===== src/include/mc_params.svh =====
// ==============================
// Widths and depths of the matrix engine
// Included by the packages and by any module that sizes a vector
// ==============================
`ifndef MC_PARAMS_SVH
`define MC_PARAMS_SVH

// Element width, values fold modulo 2^31-1
`define MC_DATA_W 31
// Store address and depth, up to 16x16 elements
`define MC_ADDR_W 8
`define MC_DEPTH 256
// Element counter must reach 256
`define MC_CNT_W 9
// Side length must reach 16
`define MC_SIDE_W 5

`endif


===== src/mc_cmd_pkg.sv =====
// ==============================
// Command and controller phase encodings
// Imported by the controller, index generator and top level
// ==============================
package mc_cmd_pkg;

	// Command codes as seen on action_i
	// Codes 2, 6 and 7 are not accepted
	typedef enum logic [2:0] {
		OP_LOAD   = 3'd0,
		OP_ADD    = 3'd1,
		OP_TRANS  = 3'd3,
		OP_MIRROR = 3'd4,
		OP_ROTATE = 3'd5
	} mc_op_e;

	// Controller phases
	typedef enum logic [2:0] {
		PH_IDLE, PH_FILL, PH_FOLD, PH_STORE,
		PH_TO_T, PH_SETTLE, PH_TO_C, PH_OUT
	} mc_phase_e;

endpackage


===== src/mc_mem_pkg.sv =====
// ==============================
// Data, address and count types for the matrix stores
// ==============================
`include "mc_params.svh"

package mc_mem_pkg;

	// One matrix element
	typedef logic [`MC_DATA_W-1:0] mc_elem_t;
	// Row-major word address
	typedef logic [`MC_ADDR_W-1:0] mc_addr_t;
	// Element count, 0 to 256
	typedef logic [`MC_CNT_W-1:0]  mc_cnt_t;
	// Side length N
	typedef logic [`MC_SIDE_W-1:0] mc_side_t;

endpackage


===== src/mc_reorder_addr.sv =====
// ==============================
// Destination index for transpose, mirror and rotate
// Address follows the counter by one cycle
// ==============================
`timescale 1ns/1ps
`include "mc_params.svh"

module mc_reorder_addr (
	input  logic                 clk,
	input  logic                 rst_n,
	input  mc_mem_pkg::mc_cnt_t  cnt_i,
	input  mc_mem_pkg::mc_side_t side_i,
	input  mc_cmd_pkg::mc_op_e   op_i,
	output mc_mem_pkg::mc_addr_t t_addr_o
);
	import mc_cmd_pkg::*;
	import mc_mem_pkg::*;

	logic [2:0] shift;
	mc_addr_t   idx;
	mc_addr_t   row;
	mc_addr_t   col;
	// N-1
	mc_addr_t   top_idx;
	mc_addr_t   dst_row;
	mc_addr_t   dst_col;

	// N is a power of two, divide by shifting
	always_comb begin
		case (side_i)
			5'd2:    shift = 3'd1;
			5'd4:    shift = 3'd2;
			5'd8:    shift = 3'd3;
			default: shift = 3'd4;
		endcase
	end

	// Source row and column
	assign idx     = cnt_i[`MC_ADDR_W-1:0];
	assign top_idx = mc_addr_t'(side_i) - 1'b1;
	assign row     = idx >> shift;
	assign col     = idx & top_idx;

	// Where old (row, col) lands
	always_comb begin
		case (op_i)
			OP_TRANS: begin
				dst_row = col;
				dst_col = row;
			end
			OP_MIRROR: begin
				dst_row = row;
				dst_col = top_idx - col;
			end
			OP_ROTATE: begin
				dst_row = top_idx - col;
				dst_col = row;
			end
			default: begin
				dst_row = row;
				dst_col = col;
			end
		endcase
	end

	// Row-major destination
	always_ff @(posedge clk or negedge rst_n) begin
		if (!rst_n) begin
			t_addr_o <= '0;
		end else begin
			t_addr_o <= (dst_row << shift) | dst_col;
		end
	end

endmodule


===== config.mk =====
export PLATFORM = sky130hd
export DESIGN_NAME = mc_reorder_addr
export DESIGN_NICKNAME = d
export VERILOG_FILES = /design/src/mc_cmd_pkg.sv /design/src/mc_mem_pkg.sv /design/src/mc_reorder_addr.sv
export VERILOG_INCLUDE_DIRS = /design/src /design/src/include
export SDC_FILE = /design/constraint.sdc
export NUM_CORES = 1
export LEC_CHECK = 0
export BUFFER_PORTS_ARGS = -buffer_cell sky130_fd_sc_hd__buf_2
export CORE_MARGIN = 4
export CORE_UTILIZATION = 35
export DETAILED_ROUTE_END_ITERATION = 8
export GPL_TIMING_DRIVEN = 0
export PLACE_DENSITY = 0.53
export REMOVE_ABC_BUFFERS = 1
export SLEW_MARGIN = 20
export SYNTH_ARGS = -nofsm -noshare
export SYNTH_HDL_FRONTEND = slang
export SYNTH_SLANG_ARGS = --single-unit

===== constraint.sdc =====
create_clock -name clk -period 0.8 [get_ports clk]
set_clock_uncertainty 0.05 [all_clocks]
set_input_delay 0.04 -clock clk [delete_from_list [all_inputs] [get_ports clk]]
set_output_delay 0.04 -clock clk [all_outputs]
set_load 0.01 [all_outputs]

==> impl_metrics.env, run 1 <==
export IMPL_hold_path_class="in -> async"
export IMPL_power_total_mw=2.059
export IMPL_syn_area_um2=1602
export IMPL_die_area_um2=5722
export IMPL_rsz0062_at_grt="yes"
export IMPL_worst_pin_slew_ns=0.6568
export IMPL_wl_per_cell_um=18.25
export IMPL_postRouteAntennaNets=0
export IMPL_final_hold_viol_count=0
export IMPL_period_share=1.961
export IMPL_crit_required_ns=0.82
export IMPL_synth_seq_cells=8
export IMPL_avgSynthCellArea_um2=7.449
export IMPL_synth_cell_types=71
export IMPL_dp_hpwl_mm=3.710
export IMPL_die_h_um=75.65
export IMPL_p_int_mw=1.280
export IMPL_power_density_nw_per_um2=951.1
export IMPL_synth_area_leaders="dfrtp_1 13%, a21oi_1 4.4%, nand2_1 4.2%"
export IMPL_reg_top3="t_addr_o: 8 flops"
export IMPL_synth_edf_count=0
export IMPL_switchingPower_mw=0.7791
export IMPL_rows=24
export IMPL_startpoint_type="primary input"
export IMPL_drv_slew=0
export IMPL_io_buffers=25
export IMPL_crit_fanout=4
export IMPL_cts_sinks=8
export IMPL_slew_headroom=0.5622
export IMPL_synth_cells=215
export IMPL_synth_area_leader_cell="dfrtp_1"
export IMPL_largest_reg_flops=8
export IMPL_grt_pass1_wl_mm=8.873
export IMPL_mostFrequentLayoutCell="buf_4"
export IMPL_setup_viol=8
export IMPL_stdcell_count=298
export IMPL_period_minus_slack_ns=1.568
export IMPL_drc=0
export IMPL_antenna_found_initial=0
export IMPL_grt_usage=0.1980
export IMPL_cts_buffers=3
export IMPL_ctsRootBufferMaster="clkbuf_8"
export IMPL_routed_via_density=6.218
export IMPL_core_um2=4384
export IMPL_fin_nets=272
export IMPL_drtIter0Drc=185
export IMPL_top_register="t_addr_o"
export IMPL_n_antenna_cell=0
export IMPL_endpoint_kind="register"
export IMPL_max_freq_mhz=637.6
export IMPL_clkTransAtPathRegs_ns=0.04
export IMPL_seqPwrFrac=0.229
export IMPL_status="complete, but fails checks"
export IMPL_ys_flop_type="dfrtp_1"
export IMPL_dp_slack_ns=-1.704
export IMPL_vias=1853
export IMPL_cap_violations=0
export IMPL_peakVddDrop_uv=484.7
export IMPL_netlist_area_leader_share=0.1250
export IMPL_switching_share=0.3784
export IMPL_cellLeakagePower_nw=0.8335
export IMPL_failed_checks="negative setup slack"
export IMPL_power_frac_comb=0.547
export IMPL_ys_warn_count=0
export IMPL_grt_pass1_vias=1785
export IMPL_htreeDepth=1
export IMPL_startpoint="side_i[0]"
export IMPL_pwr_share_clk=0.223
export IMPL_final_cell_mix="20 x buf_4, 18 x buf_2, 15 x nand2_1"
export IMPL_ys_seq_area_frac=0.1250
export IMPL_clock_path_buffers=2
export IMPL_grt_overflow=0
export IMPL_die_width_um=75.65
export IMPL_criticalPathCategory="in -> reg"
export IMPL_drtPass1Iterations=5
export IMPL_setup_ws_ns=-0.7684
export IMPL_routabilityCongestion=0.8807
export IMPL_dp_cells=275
export IMPL_cts_tree="built"
export IMPL_drt_total_wl_mm=5.438
export IMPL_fillers=437
export IMPL_area_delta_synth_final_pct=35.16
export IMPL_async_flop_share=1.000
export IMPL_fin_util=0.4937
export IMPL_worstPathArrival_ns=1.59
export IMPL_initial_core_util=0.3653
export IMPL_drive_gt1_frac=0.4065
export IMPL_grt_start_max_net_pins=20
export IMPL_ios=27
==> synthesized netlist by cell type, drive strengths merged, types with 5 or more instances <==
library cell,n
dfrtp,8
inv,7
a21oi,15
o211ai,6
mux2,5
and2,6
buf,12
clkbuf,5
nand3,11
nand2,18
o21ai,19
ha,5
nor2,17
nor3,6
==> logic make-up (layout without fill, tap and decap cells) <==
kind of cell / Yosys count / after routing / share of synthesized area
xor+xnor: 5 / 5 / 0.02735
fa+ha+maj: 5 / 5 / 0.03906
flops: 8 / 8 / 0.1250
mux: 7 / 7 / 0.05234
compound gates: 78 / 78 / 0.3539
simple gates: 86 / 86 / 0.3156
buf+inv: 24 / 55 / 0.08203
other cells: 2 / 2 / 0.004689
==> what timing repair did <==
| action | CTS | global route |
|---|---|---|
| endpoints found under the hold margin | 8 | 0 |
| resized for setup | 51 | 12 |
| hold buffers | 1 | 0 |
| endpoints found under the setup margin | 8 | 16 |
| pin swaps | 18 | 7 |
| setup buffers | 17 | 2 |
==> per-stage QoR <==
step / instance area (um^2) / setup TNS [ns] / hold WS (ns)
after floorplan: 1496 / -7.217 / -0.3056
after global placement: 1687 / -12.23 / -0.1681
after detailed placement: 1687 / -12.09 / -0.1662
after CTS: 2090 / -5.586 / 0.1401
after global routing: 2165 / -6.457 / 0.1543
final: 2165 / -5.746 / 0.1338
==> area by class of cell <==
cell class,count,area (um^2),area share
Inverter,7,38.79,0.01792
Clock buffer,3,41.29,0.01908
Tap cell,52,65.06,0.03006
Timing Repair Buffer,45,334.1,0.1543
Multi-Input combinational cell,183,1485,0.6861
Sequential cell,8,200.2,0.09249
==> power by group through the flow <==
| stage | registers [mW] | logic, mW | clock network (mW) |
|---|---|---|---|
| 3_3_place_gp | 0.474 | 0.857 | 0 |
| 2_1_floorplan | 0.510 | 0.506 | 0 |
| 5_1_grt | 0.481 | 1.22 | 0.500 |
| 3_5_place_dp | 0.474 | 0.849 | 0 |
| 6_report | 0.472 | 1.13 | 0.459 |
| 4_1_cts | 0.469 | 1.04 | 0.475 |
==> path summary, 6_finish.rpt <==
check,to,slack (ns)
worst max-delay path,t_addr_o[4],-0.77
worst min-delay path,t_addr_o[1],0.13
max in group asynchronous,t_addr_o[6],0.41
min in group clk,t_addr_o[2],0.19
==> routing by layer <==
metal  global-route usage  wire (um)  vias up
met2               0.3193       2586      109
met3              0.01847        486       13
met5                    0          0        -
li1                     -          -      878
met4              0.08350        109        0
met1               0.2689       2255      853
==> critical path, stage by stage <==
cell      delay (ns)
buf_8           0.09
inv_8           0.04
ha_4            0.25
or2_4           0.13
ha_4            0.19
a22o_1          0.23
nand2_2         0.09
o211ai_1        0.13
buf_4           0.16
o311ai_1        0.08
nand4_1         0.15
No activity file was read; power rests on OpenSTA's default activity.
==> inputs of run 2 (changes only) <==
--- a/config.mk
+++ b/config.mk
@@ -6,8 +6,8 @@
 export SDC_FILE = /design/constraint.sdc
 export NUM_CORES = 1
 export LEC_CHECK = 0
-export BUFFER_PORTS_ARGS = -buffer_cell sky130_fd_sc_hd__buf_2
-export CORE_MARGIN = 4
+export BUFFER_PORTS_ARGS = -buffer_cell sky130_fd_sc_hd__buf_4
+export CORE_MARGIN = 2
 export CORE_UTILIZATION = 35
 export DETAILED_ROUTE_END_ITERATION = 8
 export GPL_TIMING_DRIVEN = 0
==> impl_metrics.env, run 2 (synthesis gave the netlist of run 1 again) <==
export IMPL_routabilityCongestion=0.8885
export IMPL_drtIter0Drc=235
export IMPL_grt_overflow=0
export IMPL_grt_start_max_net_pins=20
export IMPL_drive_gt1_frac=0.3833
export IMPL_routed_via_density=6.219
export IMPL_ctsRootBufferMaster="clkbuf_8"
export IMPL_io_buffers=25
export IMPL_core_um2=4384
export IMPL_grt_pass1_wl_mm=8.728
export IMPL_worst_pin_slew_ns=0.6756
export IMPL_placed_area_um2=1749
export IMPL_status="complete, but fails checks"
export IMPL_final_cell_mix="28 x buf_4, 15 x nand2_1, 13 x nor2_1"
export IMPL_dp_hpwl_mm=3.718
export IMPL_die_h_um=71.65
export IMPL_n_antenna_cell=0
export IMPL_mostFrequentLayoutCell="buf_4"
export IMPL_grt_pass1_vias=1782
export IMPL_drv_slew=0
export IMPL_ios=27
export IMPL_clkTransAtPathRegs_ns=0.04
export IMPL_startpoint_type="primary input"
export IMPL_dp_slack_ns=-1.683
export IMPL_power_frac_comb=0.547
export IMPL_pwr_share_clk=0.223
export IMPL_drt_total_wl_mm=5.340
export IMPL_antenna_found_initial=0
export IMPL_rows=24
export IMPL_top_layer_used="met4"
export IMPL_crit_required_ns=0.83
export IMPL_regArea_um2=200.2
export IMPL_fin_nets=266
export IMPL_switching_share=0.3744
export IMPL_wl_met3_um=435
export IMPL_max_freq_mhz=605.1
export IMPL_clock_path_buffers=2
export IMPL_finalSetupTns_ns=-6.419
export IMPL_fin_util=0.4983
export IMPL_dp_cells=275
export IMPL_cellLeakagePower_nw=0.8100
export IMPL_slew_headroom=0.5496
export IMPL_final_hold_viol_count=0
export IMPL_drc=0
export IMPL_postRouteAntennaNets=0
export IMPL_hold_path_class="in -> async"
export IMPL_multi_input_area_um2=1509
export IMPL_rsz0062_at_grt="yes"
export IMPL_top_register="t_addr_o"
export IMPL_power_total_mw=2.099
export IMPL_period_share=2.066
export IMPL_cts_buffers=3
export IMPL_cap_violations=0
export IMPL_die_width_um=71.65
export IMPL_endpoint_kind="register"
export IMPL_worstPathArrival_ns=1.68
export IMPL_cts_sinks=8
export IMPL_initial_core_util=0.3653
export IMPL_vias=1816
export IMPL_htreeDepth=1
export IMPL_wl_per_cell_um=18.29
export IMPL_drtPass1Iterations=5
export IMPL_wl_met1_mm=2.255
export IMPL_finalInstanceArea_um2=2185
export IMPL_die_area_um2=5133
export IMPL_reg_top3="t_addr_o: 8 flops"
export IMPL_setup_ws_ns=-0.8526
export IMPL_startpoint="side_i[0]"
export IMPL_peakVddDrop_uv=427.1
export IMPL_setup_viol=8
export IMPL_switchingPower_mw=0.7857
export IMPL_power_density_nw_per_um2=960.7
export IMPL_grt_usage=0.2113
export IMPL_met2_length_mm=2.562
export IMPL_holdWs_ns=0.1179
export IMPL_p_int_mw=1.313
export IMPL_fillers=419
export IMPL_largest_reg_flops=8
export IMPL_stdcell_count=292
export IMPL_criticalPathCategory="in -> reg"
export IMPL_cts_tree="built"
export IMPL_area_delta_synth_final_pct=36.41
export IMPL_period_minus_slack_ns=1.653
export IMPL_seqPwrFrac=0.230
export IMPL_failed_checks="negative setup slack"
export IMPL_crit_fanout=3
-- run 2: cell count changes in the layout (fill, tap and decap cells not counted), moves of 2 or more --
cell / before / now
o21ai_2: 4 / 2
buf_2: 18 / 0
buf_6: 3 / 9
buf_4: 20 / 28
-- run 2: worst max-delay path, cell delays in order --
cell        delay (ns)
buf_8             0.08
clkinvlp_4        0.12
ha_4              0.30
or2_4             0.13
ha_4              0.19
a22o_1            0.21
nand2_2           0.08
o211ai_1          0.13
a221oi_2          0.27
o211ai_1          0.14
-- run 2: worst max path at each step --
stage / to / slack, ns / depth (start not counted)
2_1_floorplan: t_addr_o[3] / -1.05 / 8
3_3_place_gp: t_addr_o[3] / -1.69 / 9
3_5_place_dp: t_addr_o[3] / -1.68 / 9
4_1_cts: t_addr_o[2] / -0.85 / 10
5_1_grt: t_addr_o[2] / -0.93 / 10
6_report: t_addr_o[2] / -0.85 / 10
-- run 2: repair_timing --
| item | 4_1_cts | 5_1_grt |
|---|---|---|
| resized for setup | 47 | 11 |
| hold buffers | 1 | 0 |
| pin swaps | 15 | 6 |
| setup buffers | 12 | 1 |
| endpoints found under the hold margin | 8 | 0 |
| endpoints found under the setup margin | 16 | 16 |
-- run 2: power by group through the flow --
stage / combinational (mW) / sequential [mW] / clock [mW]
3_5_place_dp: 0.904 / 0.478 / 0
4_1_cts: 1.08 / 0.484 / 0.483
3_3_place_gp: 0.910 / 0.478 / 0
6_report: 1.15 / 0.483 / 0.468
5_1_grt: 1.24 / 0.487 / 0.491
2_1_floorplan: 0.506 / 0.510 / 0
-- run 2: cell type report --
| class | instances | area share |
|---|---|---|
| Clock buffer | 3 | 0.01890 |
| Inverter | 7 | 0.01489 |
| Multi-Input combinational cell | 183 | 0.6907 |
| Sequential cell | 8 | 0.09164 |
| Tap cell | 52 | 0.02978 |
| Timing Repair Buffer | 39 | 0.1541 |
-- run 2: layer usage --
| layer | up-vias | GRT usage |
|---|---|---|
| li1 | 864 | - |
| met3 | 9 | 0.01828 |
| met2 | 100 | 0.3498 |
| met4 | 0 | 0.09015 |
| met5 | - | 0 |
| met1 | 843 | 0.2804 |
==> inputs of run 3 (changes only) <==
--- a/config.mk
+++ b/config.mk
@@ -13,6 +13,7 @@
 export GPL_TIMING_DRIVEN = 0
 export PLACE_DENSITY = 0.53
 export REMOVE_ABC_BUFFERS = 1
+export SETUP_SLACK_MARGIN = 0.5
 export SLEW_MARGIN = 20
 export SYNTH_ARGS = -nofsm -noshare
 export SYNTH_HDL_FRONTEND = slang
==> impl_metrics.env, run 3 (synthesis gave the netlist of run 1 again) <==
export IMPL_setup_viol=8
export IMPL_grt_usage=0.2107
export IMPL_fillers=420
export IMPL_postRouteAntennaNets=0
export IMPL_area_delta_synth_final_pct=35.78
export IMPL_startpoint="side_i[0]"
export IMPL_largest_reg_flops=8
export IMPL_max_freq_mhz=598.9
export IMPL_worstPathArrival_ns=1.70
export IMPL_grt_pass1_wl_mm=8.700
export IMPL_cts_sinks=8
export IMPL_holdWs_ns=-0.4294
export IMPL_mostFrequentLayoutCell="buf_4"
export IMPL_vias=1801
export IMPL_final_cell_mix="28 x buf_4, 15 x nand2_1, 13 x nor2_1"
export IMPL_final_hold_viol_count=8
export IMPL_die_width_um=71.65
export IMPL_startpoint_type="primary input"
export IMPL_fin_nets=265
export IMPL_slew_headroom=0.5334
export IMPL_core_um2=4384
export IMPL_htreeDepth=1
export IMPL_routed_via_density=6.189
export IMPL_period_minus_slack_ns=1.670
export IMPL_reg_top3="t_addr_o: 8 flops"
export IMPL_regArea_um2=200.2
export IMPL_ios=27
export IMPL_power_density_nw_per_um2=962.5
export IMPL_drt_total_wl_mm=5.312
export IMPL_cts_tree="built"
export IMPL_io_buffers=25
export IMPL_criticalPathCategory="in -> reg"
export IMPL_failed_checks="negative hold slack, negative setup slack"
export IMPL_peakVddDrop_uv=426.1
export IMPL_top_register="t_addr_o"
export IMPL_drtIter0Drc=223
export IMPL_status="complete, but fails checks"
export IMPL_die_h_um=71.65
export IMPL_drive_gt1_frac=0.3849
export IMPL_n_antenna_cell=0
export IMPL_slowest_delay_ns=0.30
export IMPL_cts_buffers=3
export IMPL_endpoint_kind="register"
export IMPL_worst_pin_slew_ns=0.6999
export IMPL_dp_hpwl_mm=3.718
export IMPL_dp_slack_ns=-1.683
export IMPL_antenna_found_initial=0
export IMPL_clkTransAtPathRegs_ns=0.04
export IMPL_drtPass1Iterations=4
export IMPL_crit_fanout=3
export IMPL_drv_slew=0
export IMPL_endpoint="t_addr_o[2]"
export IMPL_cap_violations=0
export IMPL_die_area_um2=5133
export IMPL_dp_cells=275
export IMPL_rsz0062_at_grt="yes"
export IMPL_grt_start_max_net_pins=20
export IMPL_grt_overflow=0
export IMPL_setup_ws_ns=-0.8697
export IMPL_cp_slowest_cell="ha_4"
export IMPL_routabilityCongestion=0.8885
export IMPL_ctsRootBufferMaster="clkbuf_8"
export IMPL_drc=0
export IMPL_grt_pass1_vias=1770
export IMPL_wl_per_cell_um=18.25
export IMPL_rows=24
export IMPL_clock_path_buffers=2
export IMPL_crit_required_ns=0.83
export IMPL_multi_input_area_um2=1509
export IMPL_hold_path_class="in -> async"
export IMPL_cellLeakagePower_nw=0.8058
export IMPL_initial_core_util=0.3653
export IMPL_stdcell_count=291
export IMPL_period_share=2.087
export IMPL_cp_cell_sequence="buf_8 -> clkinvlp_4 -> ha_4 -> or2_4 -> ha_4 -> a22o_1 -> nand2_2 -> o211ai_1 -> a221oi_2 -> o211ai_1"
[run 3: cell count changes in the layout (fill, tap and decap cells not counted), sizes merged]
cell | previous run | this run
dlygate4sd3 | 1 | 0
[run 3: worst min-delay path by stage]
stage	from	to	slack (ns)	cells past startpoint
after global placement	rst_n	t_addr_o[2]	-0.19	1
after detailed placement	rst_n	t_addr_o[1]	-0.19	1
final	rst_n	t_addr_o[0]	-0.43	1
after global routing	rst_n	t_addr_o[0]	-0.42	1
after CTS	rst_n	t_addr_o[1]	-0.43	1
after floorplan	rst_n	t_addr_o[0]	-0.31	0
[run 3: repair_timing]
item                                    in CTS  in global routing
pin swaps                                   15                  6
resized for setup                           47                 11
endpoints found under the setup margin      16                 16
buffers inserted                            12                  1
gates cloned                                 0                  0
endpoints found under the hold margin        8                  8
[run 3: worst max-delay path: cells and delay by family]
kind	cells	cell delay, ns
buffers and inverters	2	0.20
AND/OR/NAND/NOR	2	0.21
AO/OA/AOI/OAI	4	0.76
adder cells (fa/ha/maj)	2	0.49
[run 3: layer usage]
metal,global-route usage,vias up,routed length (um)
li1,-,864,-
met1,0.2804,846,2343
met2,0.3477,82,2559
met3,0.01828,9,327
met4,0.09015,0,82
met5,0,-,0
[run 3: where the power goes]
part | total [mW] | leakage (nW) | internal [mW] | switching (mW)
combinational | 1.14 | 0.687 | 0.525 | 0.620
sequential | 0.483 | 0.0977 | 0.461 | 0.0219
clock | 0.466 | 0.0216 | 0.324 | 0.141
total | 2.09 | 0.806 | 1.31 | 0.783
[run 3: per-stage QoR]
step	util	hold slack [ns]	total power [mW]	instance area (um^2)	setup TNS, ns
floorplan	-	-0.3056	1.016	1496	-7.217
global placement	0.3990	-0.1908	1.388	1749	-11.97
detailed placement	0.3990	-0.1916	1.381	1749	-11.92
CTS	0.4786	-0.4320	2.043	2098	-6.232
global route	0.4960	-0.4223	2.214	2175	-7.062
finish	0.4960	-0.4294	2.093	2175	-6.464
[run 3: area by class of cell]
type | count | area share
Timing Repair Buffer | 38 | 0.1502
Inverter | 7 | 0.01496
Tap cell | 52 | 0.02992
Sequential cell | 8 | 0.09206
Clock buffer | 3 | 0.01899
Multi-Input combinational cell | 183 | 0.6939
